`config.mk`:
```
export PLATFORM = sky130hd
export DESIGN_NAME = ldq
export DESIGN_NICKNAME = d
export VERILOG_FILES = /design/src/ldqPkg.sv /design/src/ldqCheckIf.sv /design/src/ldqConflict.sv /design/src/ldqEntry.sv /design/src/ldqArray.sv /design/src/ldq.sv
export SDC_FILE = /design/constraint.sdc
export NUM_CORES = 1
export LEC_CHECK = 0
export BUFFER_PORTS_ARGS = -buffer_cell sky130_fd_sc_hd__buf_2
export CORE_MARGIN = 2
export CORE_UTILIZATION = 65
export DETAILED_ROUTE_END_ITERATION = 7
export PLACE_DENSITY_LB_ADDON = 0.12
export SYNTH_ARGS = -nofsm -noshare
export SYNTH_HDL_FRONTEND = slang
export SYNTH_SLANG_ARGS = --single-unit
```
`constraint.sdc`:
```
create_clock -name clk -period 11.8 [get_ports clk]
set_clock_uncertainty 0.15 [all_clocks]
set_input_delay 1.18 -clock clk [delete_from_list [all_inputs] [get_ports clk]]
set_output_delay 1.18 -clock clk [all_outputs]
set_load 0.02 [all_outputs]
```
`src/ldqPkg.sv`:
```
`default_nettype none

package ldqPkg;

  // field widths of a load queue access
  localparam int ADDR_W = 16;
  localparam int BANK_W = 32;
  localparam int BYTE_LOW_W = 4;
  localparam int HALF_W = 4;
  localparam int IDX_W = 10;

  // bit positions inside the half flags, OH on top
  localparam int HALF_OH = 3;
  localparam int HALF_EH = 2;
  localparam int HALF_OL = 1;
  localparam int HALF_EL = 0;

  // default queue depth
  localparam int LDQ_ENTRIES = 8;

  // even or odd half-line address
  typedef logic [ADDR_W-1:0] ldqAddrT;

  // low 16 bits are the L half, high 16 bits the H half
  typedef logic [BANK_W-1:0] ldqBankT;

  typedef logic [BYTE_LOW_W-1:0] ldqByteLowT;

  // OH, EH, OL, EL
  typedef logic [HALF_W-1:0] ldqHalfT;

  // instruction index used by retire
  typedef logic [IDX_W-1:0] ldqIdxT;

endpackage

`default_nettype wire

```
`src/ldqCheckIf.sv`:
```
`timescale 1ns/1ps
`default_nettype none

interface ldqCheckIf;
  import ldqPkg::*;

  ldqAddrT addrE;
  ldqAddrT addrO;
  ldqBankT banks;
  ldqByteLowT byteLow;
  ldqHalfT halves;
  // one-cycle level, no handshake
  logic valid;

  modport source (
    output addrE, addrO, banks, byteLow, halves, valid
  );

  modport sink (
    input addrE, addrO, banks, byteLow, halves, valid
  );

endinterface

`default_nettype wire

```
`src/ldqConflict.sv`:
```
`timescale 1ns/1ps
`default_nettype none

module ldqConflict (
  input  ldqPkg::ldqAddrT    loadAddrE,
  input  ldqPkg::ldqAddrT    loadAddrO,
  input  ldqPkg::ldqBankT    loadBanks,
  input  ldqPkg::ldqByteLowT loadByteLow,
  input  ldqPkg::ldqHalfT    loadHalves,
  input  ldqPkg::ldqAddrT    chkAddrE,
  input  ldqPkg::ldqAddrT    chkAddrO,
  input  ldqPkg::ldqBankT    chkBanks,
  input  ldqPkg::ldqByteLowT chkByteLow,
  input  ldqPkg::ldqHalfT    chkHalves,
  output logic               hit
);
  import ldqPkg::*;

  localparam int HALF_BANKS = BANK_W / 2;

  logic byteHit;
  logic matchE;
  logic matchO;
  logic bankL;
  logic bankH;

  assign byteHit = |(loadByteLow & chkByteLow);
  assign matchE = (loadAddrE == chkAddrE);
  assign matchO = (loadAddrO == chkAddrO);
  assign bankL = |(loadBanks[HALF_BANKS-1:0] & chkBanks[HALF_BANKS-1:0]);
  assign bankH = |(loadBanks[BANK_W-1:HALF_BANKS] & chkBanks[BANK_W-1:HALF_BANKS]);

  // any one half overlapping is enough, byte lanes must always overlap
  assign hit = byteHit && (
    (loadHalves[HALF_OH] && chkHalves[HALF_OH] && matchO && bankH) ||
    (loadHalves[HALF_OL] && chkHalves[HALF_OL] && matchO && bankL) ||
    (loadHalves[HALF_EH] && chkHalves[HALF_EH] && matchE && bankH) ||
    (loadHalves[HALF_EL] && chkHalves[HALF_EL] && matchE && bankL));

endmodule

`default_nettype wire

```
`src/ldqEntry.sv`:
```
`timescale 1ns/1ps
`default_nettype none

module ldqEntry (
  input  logic               clk,
  input  logic               rst,
  input  logic               except,
  input  logic               exceptThread,
  input  logic               alloc,
  input  logic               allocConfl,
  input  ldqPkg::ldqAddrT    newAddrE,
  input  ldqPkg::ldqAddrT    newAddrO,
  input  ldqPkg::ldqBankT    newBanks,
  input  ldqPkg::ldqByteLowT newByteLow,
  input  ldqPkg::ldqHalfT    newHalves,
  input  ldqPkg::ldqIdxT     newIdx,
  input  logic               newThread,
  ldqCheckIf.sink            chk,
  input  logic               retireEn,
  input  ldqPkg::ldqIdxT     retireIdx,
  input  logic               retireStall,
  output logic               retireConfl,
  output logic               free
);
  import ldqPkg::*;

  logic live;
  logic confl;
  ldqAddrT addrE;
  ldqAddrT addrO;
  ldqBankT banks;
  ldqByteLowT byteLow;
  ldqHalfT halves;
  ldqIdxT idx;
  logic thread;

  logic chkHit;
  logic idxHit;
  logic flush;

  ldqConflict conflict_i (
    .loadAddrE   (addrE),
    .loadAddrO   (addrO),
    .loadBanks   (banks),
    .loadByteLow (byteLow),
    .loadHalves  (halves),
    .chkAddrE    (chk.addrE),
    .chkAddrO    (chk.addrO),
    .chkBanks    (chk.banks),
    .chkByteLow  (chk.byteLow),
    .chkHalves   (chk.halves),
    .hit         (chkHit)
  );

  assign idxHit = live && (retireIdx == idx);
  assign retireConfl = retireEn && idxHit && confl;
  assign free = !live;

  // a load arriving with the flushed thread is dropped as well
  assign flush = except && (alloc ? (exceptThread == newThread)
                                  : (live && (exceptThread == thread)));

  always_ff @(posedge clk) begin
    if (rst) begin
      live <= 1'b0;
      confl <= 1'b0;
    end else if (flush) begin
      live <= 1'b0;
    end else if (alloc) begin
      live <= 1'b1;
      confl <= allocConfl;
    end else if (live) begin
      if (chk.valid && chkHit) begin
        confl <= 1'b1;
      end
      // stalled retire still answers but keeps the entry
      if (retireEn && idxHit && !retireStall) begin
        live <= 1'b0;
      end
    end
  end

  always_ff @(posedge clk) begin
    if (alloc) begin
      addrE <= newAddrE;
      addrO <= newAddrO;
      banks <= newBanks;
      byteLow <= newByteLow;
      halves <= newHalves;
      idx <= newIdx;
      thread <= newThread;
    end
  end

endmodule

`default_nettype wire

```
`src/ldqArray.sv`:
```
`timescale 1ns/1ps
`default_nettype none

module ldqArray #(
  parameter int ENTRY_COUNT = ldqPkg::LDQ_ENTRIES
) (
  input  logic               clk,
  input  logic               rst,
  input  logic               except,
  input  logic               exceptThread,
  input  logic               newEn,
  input  logic               newConfl,
  input  ldqPkg::ldqAddrT    newAddrE,
  input  ldqPkg::ldqAddrT    newAddrO,
  input  ldqPkg::ldqBankT    newBanks,
  input  ldqPkg::ldqByteLowT newByteLow,
  input  ldqPkg::ldqHalfT    newHalves,
  input  ldqPkg::ldqIdxT     newIdx,
  input  logic               newThread,
  ldqCheckIf.sink            chk,
  input  logic               retireEn,
  input  ldqPkg::ldqIdxT     retireIdx,
  input  logic               retireStall,
  output logic               retireConfl,
  output logic               full
);

  logic [ENTRY_COUNT-1:0] freeVec;
  logic [ENTRY_COUNT-1:0] lowestFree;
  logic [ENTRY_COUNT-1:0] allocVec;
  logic [ENTRY_COUNT-1:0] conflVec;

  // keep only the lowest set bit, zero when nothing is free
  assign lowestFree = freeVec & ((~freeVec) + ENTRY_COUNT'(1));
  assign allocVec = lowestFree & {ENTRY_COUNT{newEn}};

  for (genvar i = 0; i < ENTRY_COUNT; i++) begin : genEntry
    ldqEntry entry_i (
      .clk          (clk),
      .rst          (rst),
      .except       (except),
      .exceptThread (exceptThread),
      .alloc        (allocVec[i]),
      .allocConfl   (newConfl),
      .newAddrE     (newAddrE),
      .newAddrO     (newAddrO),
      .newBanks     (newBanks),
      .newByteLow   (newByteLow),
      .newHalves    (newHalves),
      .newIdx       (newIdx),
      .newThread    (newThread),
      .chk          (chk),
      .retireEn     (retireEn),
      .retireIdx    (retireIdx),
      .retireStall  (retireStall),
      .retireConfl  (conflVec[i]),
      .free         (freeVec[i])
    );
  end

  // at most one entry holds a given index
  assign retireConfl = |conflVec;
  assign full = ~|freeVec;

endmodule

`default_nettype wire

```
`src/ldq.sv`:
```
`timescale 1ns/1ps
`default_nettype none

module ldq #(
  parameter int ENTRY_COUNT = ldqPkg::LDQ_ENTRIES
) (
  input  logic               clk,
  input  logic               rst,
  input  logic               except,
  input  logic               exceptThread,
  input  logic               newEn,
  input  ldqPkg::ldqAddrT    newAddrE,
  input  ldqPkg::ldqAddrT    newAddrO,
  input  ldqPkg::ldqBankT    newBanks,
  input  ldqPkg::ldqByteLowT newByteLow,
  input  ldqPkg::ldqHalfT    newHalves,
  input  ldqPkg::ldqIdxT     newIdx,
  input  logic               newThread,
  input  logic               chkEn,
  input  ldqPkg::ldqAddrT    chkAddrE,
  input  ldqPkg::ldqAddrT    chkAddrO,
  input  ldqPkg::ldqBankT    chkBanks,
  input  ldqPkg::ldqByteLowT chkByteLow,
  input  ldqPkg::ldqHalfT    chkHalves,
  input  logic               retireEn,
  input  ldqPkg::ldqIdxT     retireIdx,
  input  logic               retireStall,
  output logic               retireConfl,
  output logic               full
);

  ldqCheckIf chk_i ();

  logic newHit;
  logic newConfl;

  // store check register stage
  always_ff @(posedge clk) begin
    if (rst) begin
      chk_i.valid <= 1'b0;
    end else begin
      chk_i.valid <= chkEn;
    end
  end

  always_ff @(posedge clk) begin
    if (chkEn) begin
      chk_i.addrE <= chkAddrE;
      chk_i.addrO <= chkAddrO;
      chk_i.banks <= chkBanks;
      chk_i.byteLow <= chkByteLow;
      chk_i.halves <= chkHalves;
    end
  end

  // a load written this cycle misses the per-entry compare, so test it here
  ldqConflict conflict_i (
    .loadAddrE   (newAddrE),
    .loadAddrO   (newAddrO),
    .loadBanks   (newBanks),
    .loadByteLow (newByteLow),
    .loadHalves  (newHalves),
    .chkAddrE    (chk_i.addrE),
    .chkAddrO    (chk_i.addrO),
    .chkBanks    (chk_i.banks),
    .chkByteLow  (chk_i.byteLow),
    .chkHalves   (chk_i.halves),
    .hit         (newHit)
  );

  assign newConfl = newHit && chk_i.valid;

  ldqArray #(
    .ENTRY_COUNT (ENTRY_COUNT)
  ) array_i (
    .clk          (clk),
    .rst          (rst),
    .except       (except),
    .exceptThread (exceptThread),
    .newEn        (newEn),
    .newConfl     (newConfl),
    .newAddrE     (newAddrE),
    .newAddrO     (newAddrO),
    .newBanks     (newBanks),
    .newByteLow   (newByteLow),
    .newHalves    (newHalves),
    .newIdx       (newIdx),
    .newThread    (newThread),
    .chk          (chk_i.sink),
    .retireEn     (retireEn),
    .retireIdx    (retireIdx),
    .retireStall  (retireStall),
    .retireConfl  (retireConfl),
    .full         (full)
  );

endmodule

`default_nettype wire

```
==> results by group, run 1 <==
Status
  – Outcome: finished, final reports clean

Yosys
  – EDFF count, synth: between 700 and 800
  – Post-Syn Area per Cell: ~17 µm²
  – FF+latch count, synth: ~750
  – Top post-synthesis cells by area: edfxtp_1 (75%), xor2_1 (6.9%), xnor2_1 (4.2%), a22o_1 (2.5%), a221oi_1 (2.1%)
  – Leading area contributor after synthesis: edfxtp_1
  – Post-synth cell types: 52
  – Sequential area share after synthesis: 75.8%
  – Cells after Synth: between 1.5k and 2k
  – Async S/R FF share, synth: 0%
  – Main flop type after synthesis: edfxtp_1
  – Synth Cell Area: around 30000 µm²
  – Top-count cell post-synth: edfxtp_1
  – Synth top area share: roughly three quarters
  – Top cells by count, synth: edfxtp_1 (736), xor2_1 (233), xnor2_1 (141)
  – Syn_nets: between 1.5k and 2k
  – Syn. warnings: 0

Power and ir drop
  – Leakage: roughly 11 nW
  – Sequential share of power: 55.3%
  – Clk pwr share: between 30% and 40%
  – Internal power: between 0.004 and 0.005 W
  – Net Switching: 0.00122 W
  – Total Power: between 0.005 and 0.006 W
  – PwrDens: about 170 nW/µm²
  – Logic pwr share: under 10%
  – VDD IR max: between 150 and 200 µV
  – Sw Ratio: a little over a fifth

Critical path
  – CP max FO: 8
  – Crit path kind: primary input to output pin
  – Worst path cell trace: buf_2, xnor2_1, nand3_1, or4_1, nor4_1, a22oi_1, nand4_1, buf_2
  – Worst Setup SP: retireIdx[5]
  – Slowest stage delay, CP: approximately 0.5 ns
  – Crit path required time: 10.47 ns
  – CP startpoint kind: primary input
  – Cell mode on critical path: buf_2
  – CP Data Arrival Time: a little under 3 ns
  – Reg2reg start: array_i.genEntry[3].entry_i.live
  – CP max-delay cell: or4_1
  – CP Capture Type: output pin

Clocking
  – Clock Tree Buf Depth: 3
  – TritonCTS clock tree: done
  – Cts repair resizes: 0
  – Clock-pin slew on the worst setup and hold paths: 0.06 ns
  – Skew-Pair Late Insertion Delay: 0.60 ns
  – CTS sink cnt: 753
  – CTS H-tree depth: 3
  – Post-CTS Setup Bufs: 0
  – Root Buffer Master: clkbuf_16
  – Number of CTS-inserted buffers: 74
  – Cts-stage hold buffer count: 0

Floorplan
  – Cell Rows: 78
  – Starting Density: between 60% and 70%
  – Die H: approximately 220 µm
  – Ports: about 180
  – Horiz. Die Dim: approximately 220 µm
  – Core area: about 45000 µm²
  – Die Area: approximately 47000 µm²

STA
  – Fin crit share: a little over a third
  – Final hold violations: 0
  – Worst-Margin Slew: ~1.2 ns
  – Setup violators final: 0
  – Worst slew margin: about a fifth
  – RSZ-0062 raised after global routing: false
  – Fmax: 235 MHz
  – Setup ws final: 7.54 ns
  – Sum of negative setup slack: 0 ns
  – Period minus WS final: ~4.3 ns
  – Slew Viols, Final: 0

Routing
  – Vias/cell: roughly 6.4
  – Pre-Repair DR Iteration Count: 5
  – # DRC: 0
  – Total number of vias: ~16k
  – Drt total wl: about 70000 µm
  – Per-cell routed wire length: between 20 and 30 µm
  – Post-DRT Antenna Nets: 0
  – Initial DRC count: about 2k

Cells and area
  – Share of cells above drive strength 1: between 10% and 20%
  – Fin nets: approximately 2.1k
  – Synth-to-layout area growth: 12.0%
  – Final instance area: about 33000 µm²
  – Fill cell count: approximately 2.7k

Min path
  – Worst hold start: array_i.genEntry[0].entry_i.confl
  – HP Class: flop to flop

Place
  – Dpl hpwl: ~44000 µm
  – Area of placed instances: between 30000 and 40000 µm²
  – GP Congestion: 0.876
  – PortBufs: roughly 170
  – Post-place setup slack: roughly 7.6 ns

Global route
  – All-layer global routing usage: 30.4%
  – Pin count of the biggest net entering global routing: 79
  – First-pass GRT wire length: about 100000 µm
  – Vias in the first global route: ~16k
  – GR Overflow Total: 0
  – Initial antenna violation count: 5

Job
  – Max-cap viol count: 0
## metal layers
metal  routed length, µm  vias to the layer above  track usage [%]
met5                  23                        -                0
met1               28000                     8272             42.8
met4                1600                        4             8.31
met3                6180                      118             5.82
li1                    -                     7072                -
met2               34500                      891             49.5
## sequential cells by signal (all words and copies together), names as in the netlist
| name | cells |
|---|---|
| array_i.genEntry.entry_i.halves | 32 |
| chk_i.valid | 1 |
| array_i.genEntry.entry_i.addrE | 128 |
| chk_i.byteLow | 4 |
| array_i.genEntry.entry_i.banks | 256 |
| array_i.genEntry.entry_i.live | 8 |
| array_i.genEntry.entry_i.thread | 8 |
| chk_i.halves | 4 |
| array_i.genEntry.entry_i.confl | 8 |
| chk_i.banks | 32 |
| array_i.genEntry.entry_i.idx | 80 |
| array_i.genEntry.entry_i.addrO | 128 |
| array_i.genEntry.entry_i.byteLow | 32 |
| chk_i.addrE | 16 |
| chk_i.addrO | 16 |
## area by class of cell
type / count / area, µm² / share of cell area (%)
Clock buffer: 97 / 2020 / 6.10
Timing Repair Buffer: 184 / 948 / 2.86
Inverter: 9 / 36.3 / 0.109
Antenna cell: 3 / 7.51 / 0.0226
Multi-Input combinational cell: 864 / 6710 / 20.2
Tap cell: 600 / 751 / 2.26
Clock inverter: 33 / 240 / 0.724
Sequential cell: 753 / 22400 / 67.7
## power groups by stage
stage,clock network (W),registers [W],logic (W)
3_5_place_dp,0,0.00316,0.000274
3_3_place_gp,0,0.00316,0.000266
5_1_grt,0.00236,0.00311,0.000300
2_1_floorplan,0,0.00308,0.000212
4_1_cts,0.00225,0.00310,0.000276
6_report,0.00223,0.00310,0.000276
## final timing paths
path | to | slack, ns | cells after the start
setup / recovery | retireConfl | 7.54 | 8
hold reg to reg | array_i.genEntry[0].entry_i.confl | 0.39 | 1
hold / removal | array_i.genEntry[0].entry_i.confl | 0.39 | 1
setup reg to reg | array_i.genEntry[7].entry_i.addrE[13] | 8.46 | 5
## critical path: cells and delay by family
family                 cells  cell delay [ns]
XOR/XNOR                   1             0.19
buffers and inverters      2             0.42
AND/OR/NAND/NOR            4             1.02
AO/OA/AOI/OAI              1             0.12
## logic make-up after synthesis
family | after synthesis | synth area share, %
and+or+nand+nor | 264 | 5.02
buffers and inverters | 101 | 1.72
AOI/OAI and AO/OA | 225 | 6.39
xor gates and xnor gates | 374 | 11.1
DFF | 753 | 75.8
muxes | 1 | 0.0338
## layout by cell type, fill, tap and decap left out, types with 12 or more instances in the layout
cell type  count
clkbuf_1      18
a22o_1        83
nor4_1        60
edfxtp_1     736
nand4_1       59
buf_2        173
nand2_1       56
xnor2_1      141
and4_1        12
a221oi_1      72
nand3_1       14
nor3_1        27
clkinv_2      18
a22oi_1       15
clkbuf_16     77
o22ai_1       14
dfxtp_1       17
xor2_1       233
## per-stage QoR
| stage | util [%] | std cells | hold WS [ns] |
|---|---|---|---|
| 6_report | 73.4 | 2543 | 0.392 |
| 5_1_grt | 73.4 | 2540 | 0.417 |
| 4_1_cts | 73.4 | 2540 | 0.392 |
| 3_5_place_dp | 68.4 | 2410 | 0.383 |
| 3_3_place_gp | 68.4 | 2410 | 0.362 |
| 2_1_floorplan | - | 1718 | 0.299 |
No activity file was read; power rests on OpenSTA's default activity.
==> run 2: changes to the inputs <==
Settings changed: CORE_UTILIZATION 65 to 55.
Clock period 11.8 ns to 3.5 ns, I/O delays scaled along.
==> run 2 against run 1 <==
Against the previous run: global-route usage decreased by 2.9 points; utilization decreased by 7.6 points; sequential power grew to 3.4 times the previous value; clock power rose to 3.5 times the previous value; register-to-register slack worse by 8.1 ns; critical path type is now flop to output pin.
==> results by group, run 2 (same netlist as run 1, synthesis figures left out) <==
Power and ir drop
  – Clk pwr share: 40.3% (was 39.8%)
  – VDD IR max: 504 µV (was 159 µV)
  – Logic pwr share: 6.0% (was 4.9%)
  – Sw Ratio: 22.1% (was 21.8%)
  – Total Power: 0.0194 W (was 0.00561 W)
  – Sequential share of power: 53.7% (was 55.3%)
  – Net Switching: 0.00429 W (was 0.00122 W)
  – PwrDens: 551 nW/µm² (was 169 nW/µm²)
  – Leakage: 11.8 nW (was 11.0 nW)
  – Internal power: 0.0151 W (was 0.00439 W)

Min path
  – HP Class: primary input to flop (was flop to flop)
  – Hold path depth: 3 (was 1)
  – Hold worst-path end: array_i.genEntry[1].entry_i.live (was array_i.genEntry[0].entry_i.confl)
  – Worst hold start: except (was array_i.genEntry[0].entry_i.confl)

Global route
  – GR Overflow Total: 0 (unchanged)
  – Initial antenna violation count: 1 (was 5)
  – Vias in the first global route: 17.1k (was 16.2k)
  – Pin count of the biggest net entering global routing: 87 (was 79)
  – All-layer global routing usage: 27.5% (was 30.4%)
  – First-pass GRT wire length: 113000 µm (was 105000 µm)

Critical path
  – Worst path cell trace: xnor2_1, nand3_1, or4_1, nor4_1, a22oi_1, nand4_1, buf_2 (was buf_2, xnor2_1, nand3_1, or4_1, nor4_1, a22oi_1, nand4_1, buf_2)
  – CP Capture Type: output pin (unchanged)
  – R2r setup slk: 0.33 ns (was 8.46 ns)
  – Buffers plus inverters on the worst setup path: 1 (was 2)
  – RR Endpoint: array_i.genEntry[7].entry_i.confl (was array_i.genEntry[7].entry_i.addrE[13])
  – CP max-delay cell: or4_1 (unchanged)
  – CP Data Arrival Time: 2.79 ns (was 2.93 ns)
  – Crit path kind: flop to output pin (was primary input to output pin)
  – CP max FO: 2 (was 8)
  – CP startpoint kind: flop (was primary input)
  – Logic depth of the worst path, buffers included: 7 (was 8)
  – Crit path required time: 3.00 ns (was 10.47 ns)
  – CP delay by family, top: simple AND/OR/NAND/NOR gates (unchanged)
  – Reg2reg start: chk_i.addrE[10] (was array_i.genEntry[3].entry_i.live)
  – Slowest stage delay, CP: 0.49 ns (about the same)
  – Reg2reg path depth: 7 (was 5)
  – Worst Setup SP: array_i.genEntry[7].entry_i.idx[5] (was retireIdx[5])

STA
  – Final hold violations: 0 (unchanged)
  – Setup violators final: 0 (unchanged)
  – RSZ-0062 raised after global routing: false (unchanged)
  – Worst slew margin: 7.79% (was 20.6%)
  – Period minus WS final: about 3.3 ns
  – Fmax: just over 300 MHz
  – Worst-Margin Slew: 1.37 ns (was 1.19 ns)
  – Slew Viols, Final: 0 (unchanged)
  – Fin Hold WS: 0.142 ns (was 0.392 ns)
  – Fin crit share: 94.1%

Place
  – Area of placed instances: 31200 µm² (was 30900 µm²)
  – GP Congestion: 0.858 (was 0.876)
  – Dpl hpwl: 47600 µm (was 44000 µm)
  – PortBufs: 174 (unchanged)

Routing
  – Post-DRT Antenna Nets: 0 (unchanged)
  – Total number of vias: 16.9k (was 16.4k)
  – Vias/cell: 6.00 (was 6.43)
  – Pre-Repair DR Iteration Count: 6 (was 5)
  – Drt total wl: 75800 µm (was 70300 µm)
  – # DRC: 0 (unchanged)
  – Initial DRC count: 1726 (was 1980)
  – Per-cell routed wire length: 26.9 µm (was 27.6 µm)

Cells and area
  – Max reg flops: 256 (unchanged)
  – Most common cell after layout, fill and taps aside: edfxtp_1 (unchanged)
  – Synth-to-layout area growth: 18.9% (was 12.0%)
  – Largest regs: array_i.genEntry.entry_i.banks: 256 flops, array_i.genEntry.entry_i.addrE: 128 flops, array_i.genEntry.entry_i.addrO: 128 flops (unchanged)
  – # diodes: 0 (was 3)
  – Layout Utilization: 65.8% (was 73.4%)
  – Register with the most flip-flops: array_i.genEntry.entry_i.banks (unchanged)
  – Most frequent cells in the layout: edfxtp_1 (736), xor2_1 (233), buf_2 (173), dlygate4sd3_1 (157), xnor2_1 (141) (was edfxtp_1 (736), xor2_1 (233), buf_2 (173), xnor2_1 (141), a22o_1 (83))
  – Final instance area: 35200 µm² (was 33200 µm²)
  – Fin nets: 2234 (was 2059)
  – Share of cells above drive strength 1: 15.4% (was 15.7%)

Status
  – Outcome: finished, final reports clean (unchanged)

Floorplan
  – Horiz. Die Dim: 236 µm (was 217 µm)
  – Starting Density: 55.4% (was 65.5%)
  – Ports: 175 (unchanged)
  – Die Area: 55700 µm² (was 47300 µm²)
  – Die H: 236 µm (was 217 µm)
  – Cell Rows: 85 (was 78)
  – Core area: 53500 µm² (was 45200 µm²)

Clocking
  – TritonCTS clock tree: done (unchanged)
  – Cts repair resizes: 0 (unchanged)
  – Number of CTS-inserted buffers: 77 (was 74)
  – Skew-Pair Late Insertion Delay: 0.61 ns (was 0.60 ns)
  – Clock-pin slew on the worst setup and hold paths: 0.06 ns (about the same)
  – CTS sink cnt: 753 (unchanged)
  – Clock Tree Buf Depth: 3 (unchanged)
  – CTS H-tree depth: 3 (unchanged)
  – Root Buffer Master: clkbuf_16 (unchanged)

Job
  – Max-cap viol count: 0 (unchanged)
-- run 2: power by group through the flow --
stage,combinational (W),clock (W),sequential (W)
after global placement,0.00101,0,0.0106
after CTS,0.00116,0.00791,0.0104
after global routing,0.00125,0.00831,0.0104
final,0.00116,0.00782,0.0104
after detailed placement,0.00101,0,0.0106
after floorplan,0.000715,0,0.0104
-- run 2: how the worst max path moves through the flow --
stage	end	slack (ns)
finish	retireConfl	0.21
global placement	array_i.genEntry[7].entry_i.confl	0.42
floorplan	array_i.genEntry[0].entry_i.confl	-0.29
global route	retireConfl	0.10
CTS	retireConfl	0.22
detailed placement	array_i.genEntry[7].entry_i.confl	0.35
-- run 2: worst min-delay path, delay by kind of cell --
family                 cells  cell delay (ns)
AND/OR/NAND/NOR            2             0.31
buffers and inverters      1             0.17
-- run 2: routing by layer --
layer,wire (µm),GRT usage [%]
met5,13,0
met3,5450,4.14
met4,1440,6.89
met1,32000,39.7
met2,36900,44.5
-- run 2: stage by stage --
stage	std cells	TNS, ns	worst slack, ns
floorplan	1718	-0.514	-0.288
global placement	2521	0	0.422
detailed placement	2521	0	0.354
CTS	2817	0	0.221
global route	2817	0	0.102
finish	2817	0	0.207
-- run 2: layout make-up --
class | instances | area (µm²)
Sequential cell | 753 | 22400
Fill cell | 3628 | 18300
Multi-Input combinational cell | 864 | 6720
Timing Repair Buffer | 356 | 2730
Clock buffer | 97 | 2100
Tap cell | 696 | 871
Clock inverter | 42 | 299
Inverter | 9 | 36.3
-- run 2: timing repair --
action	CTS	global route
hold buffers	157	0
endpoints found under the hold margin	739	0
setup buffers	0	0
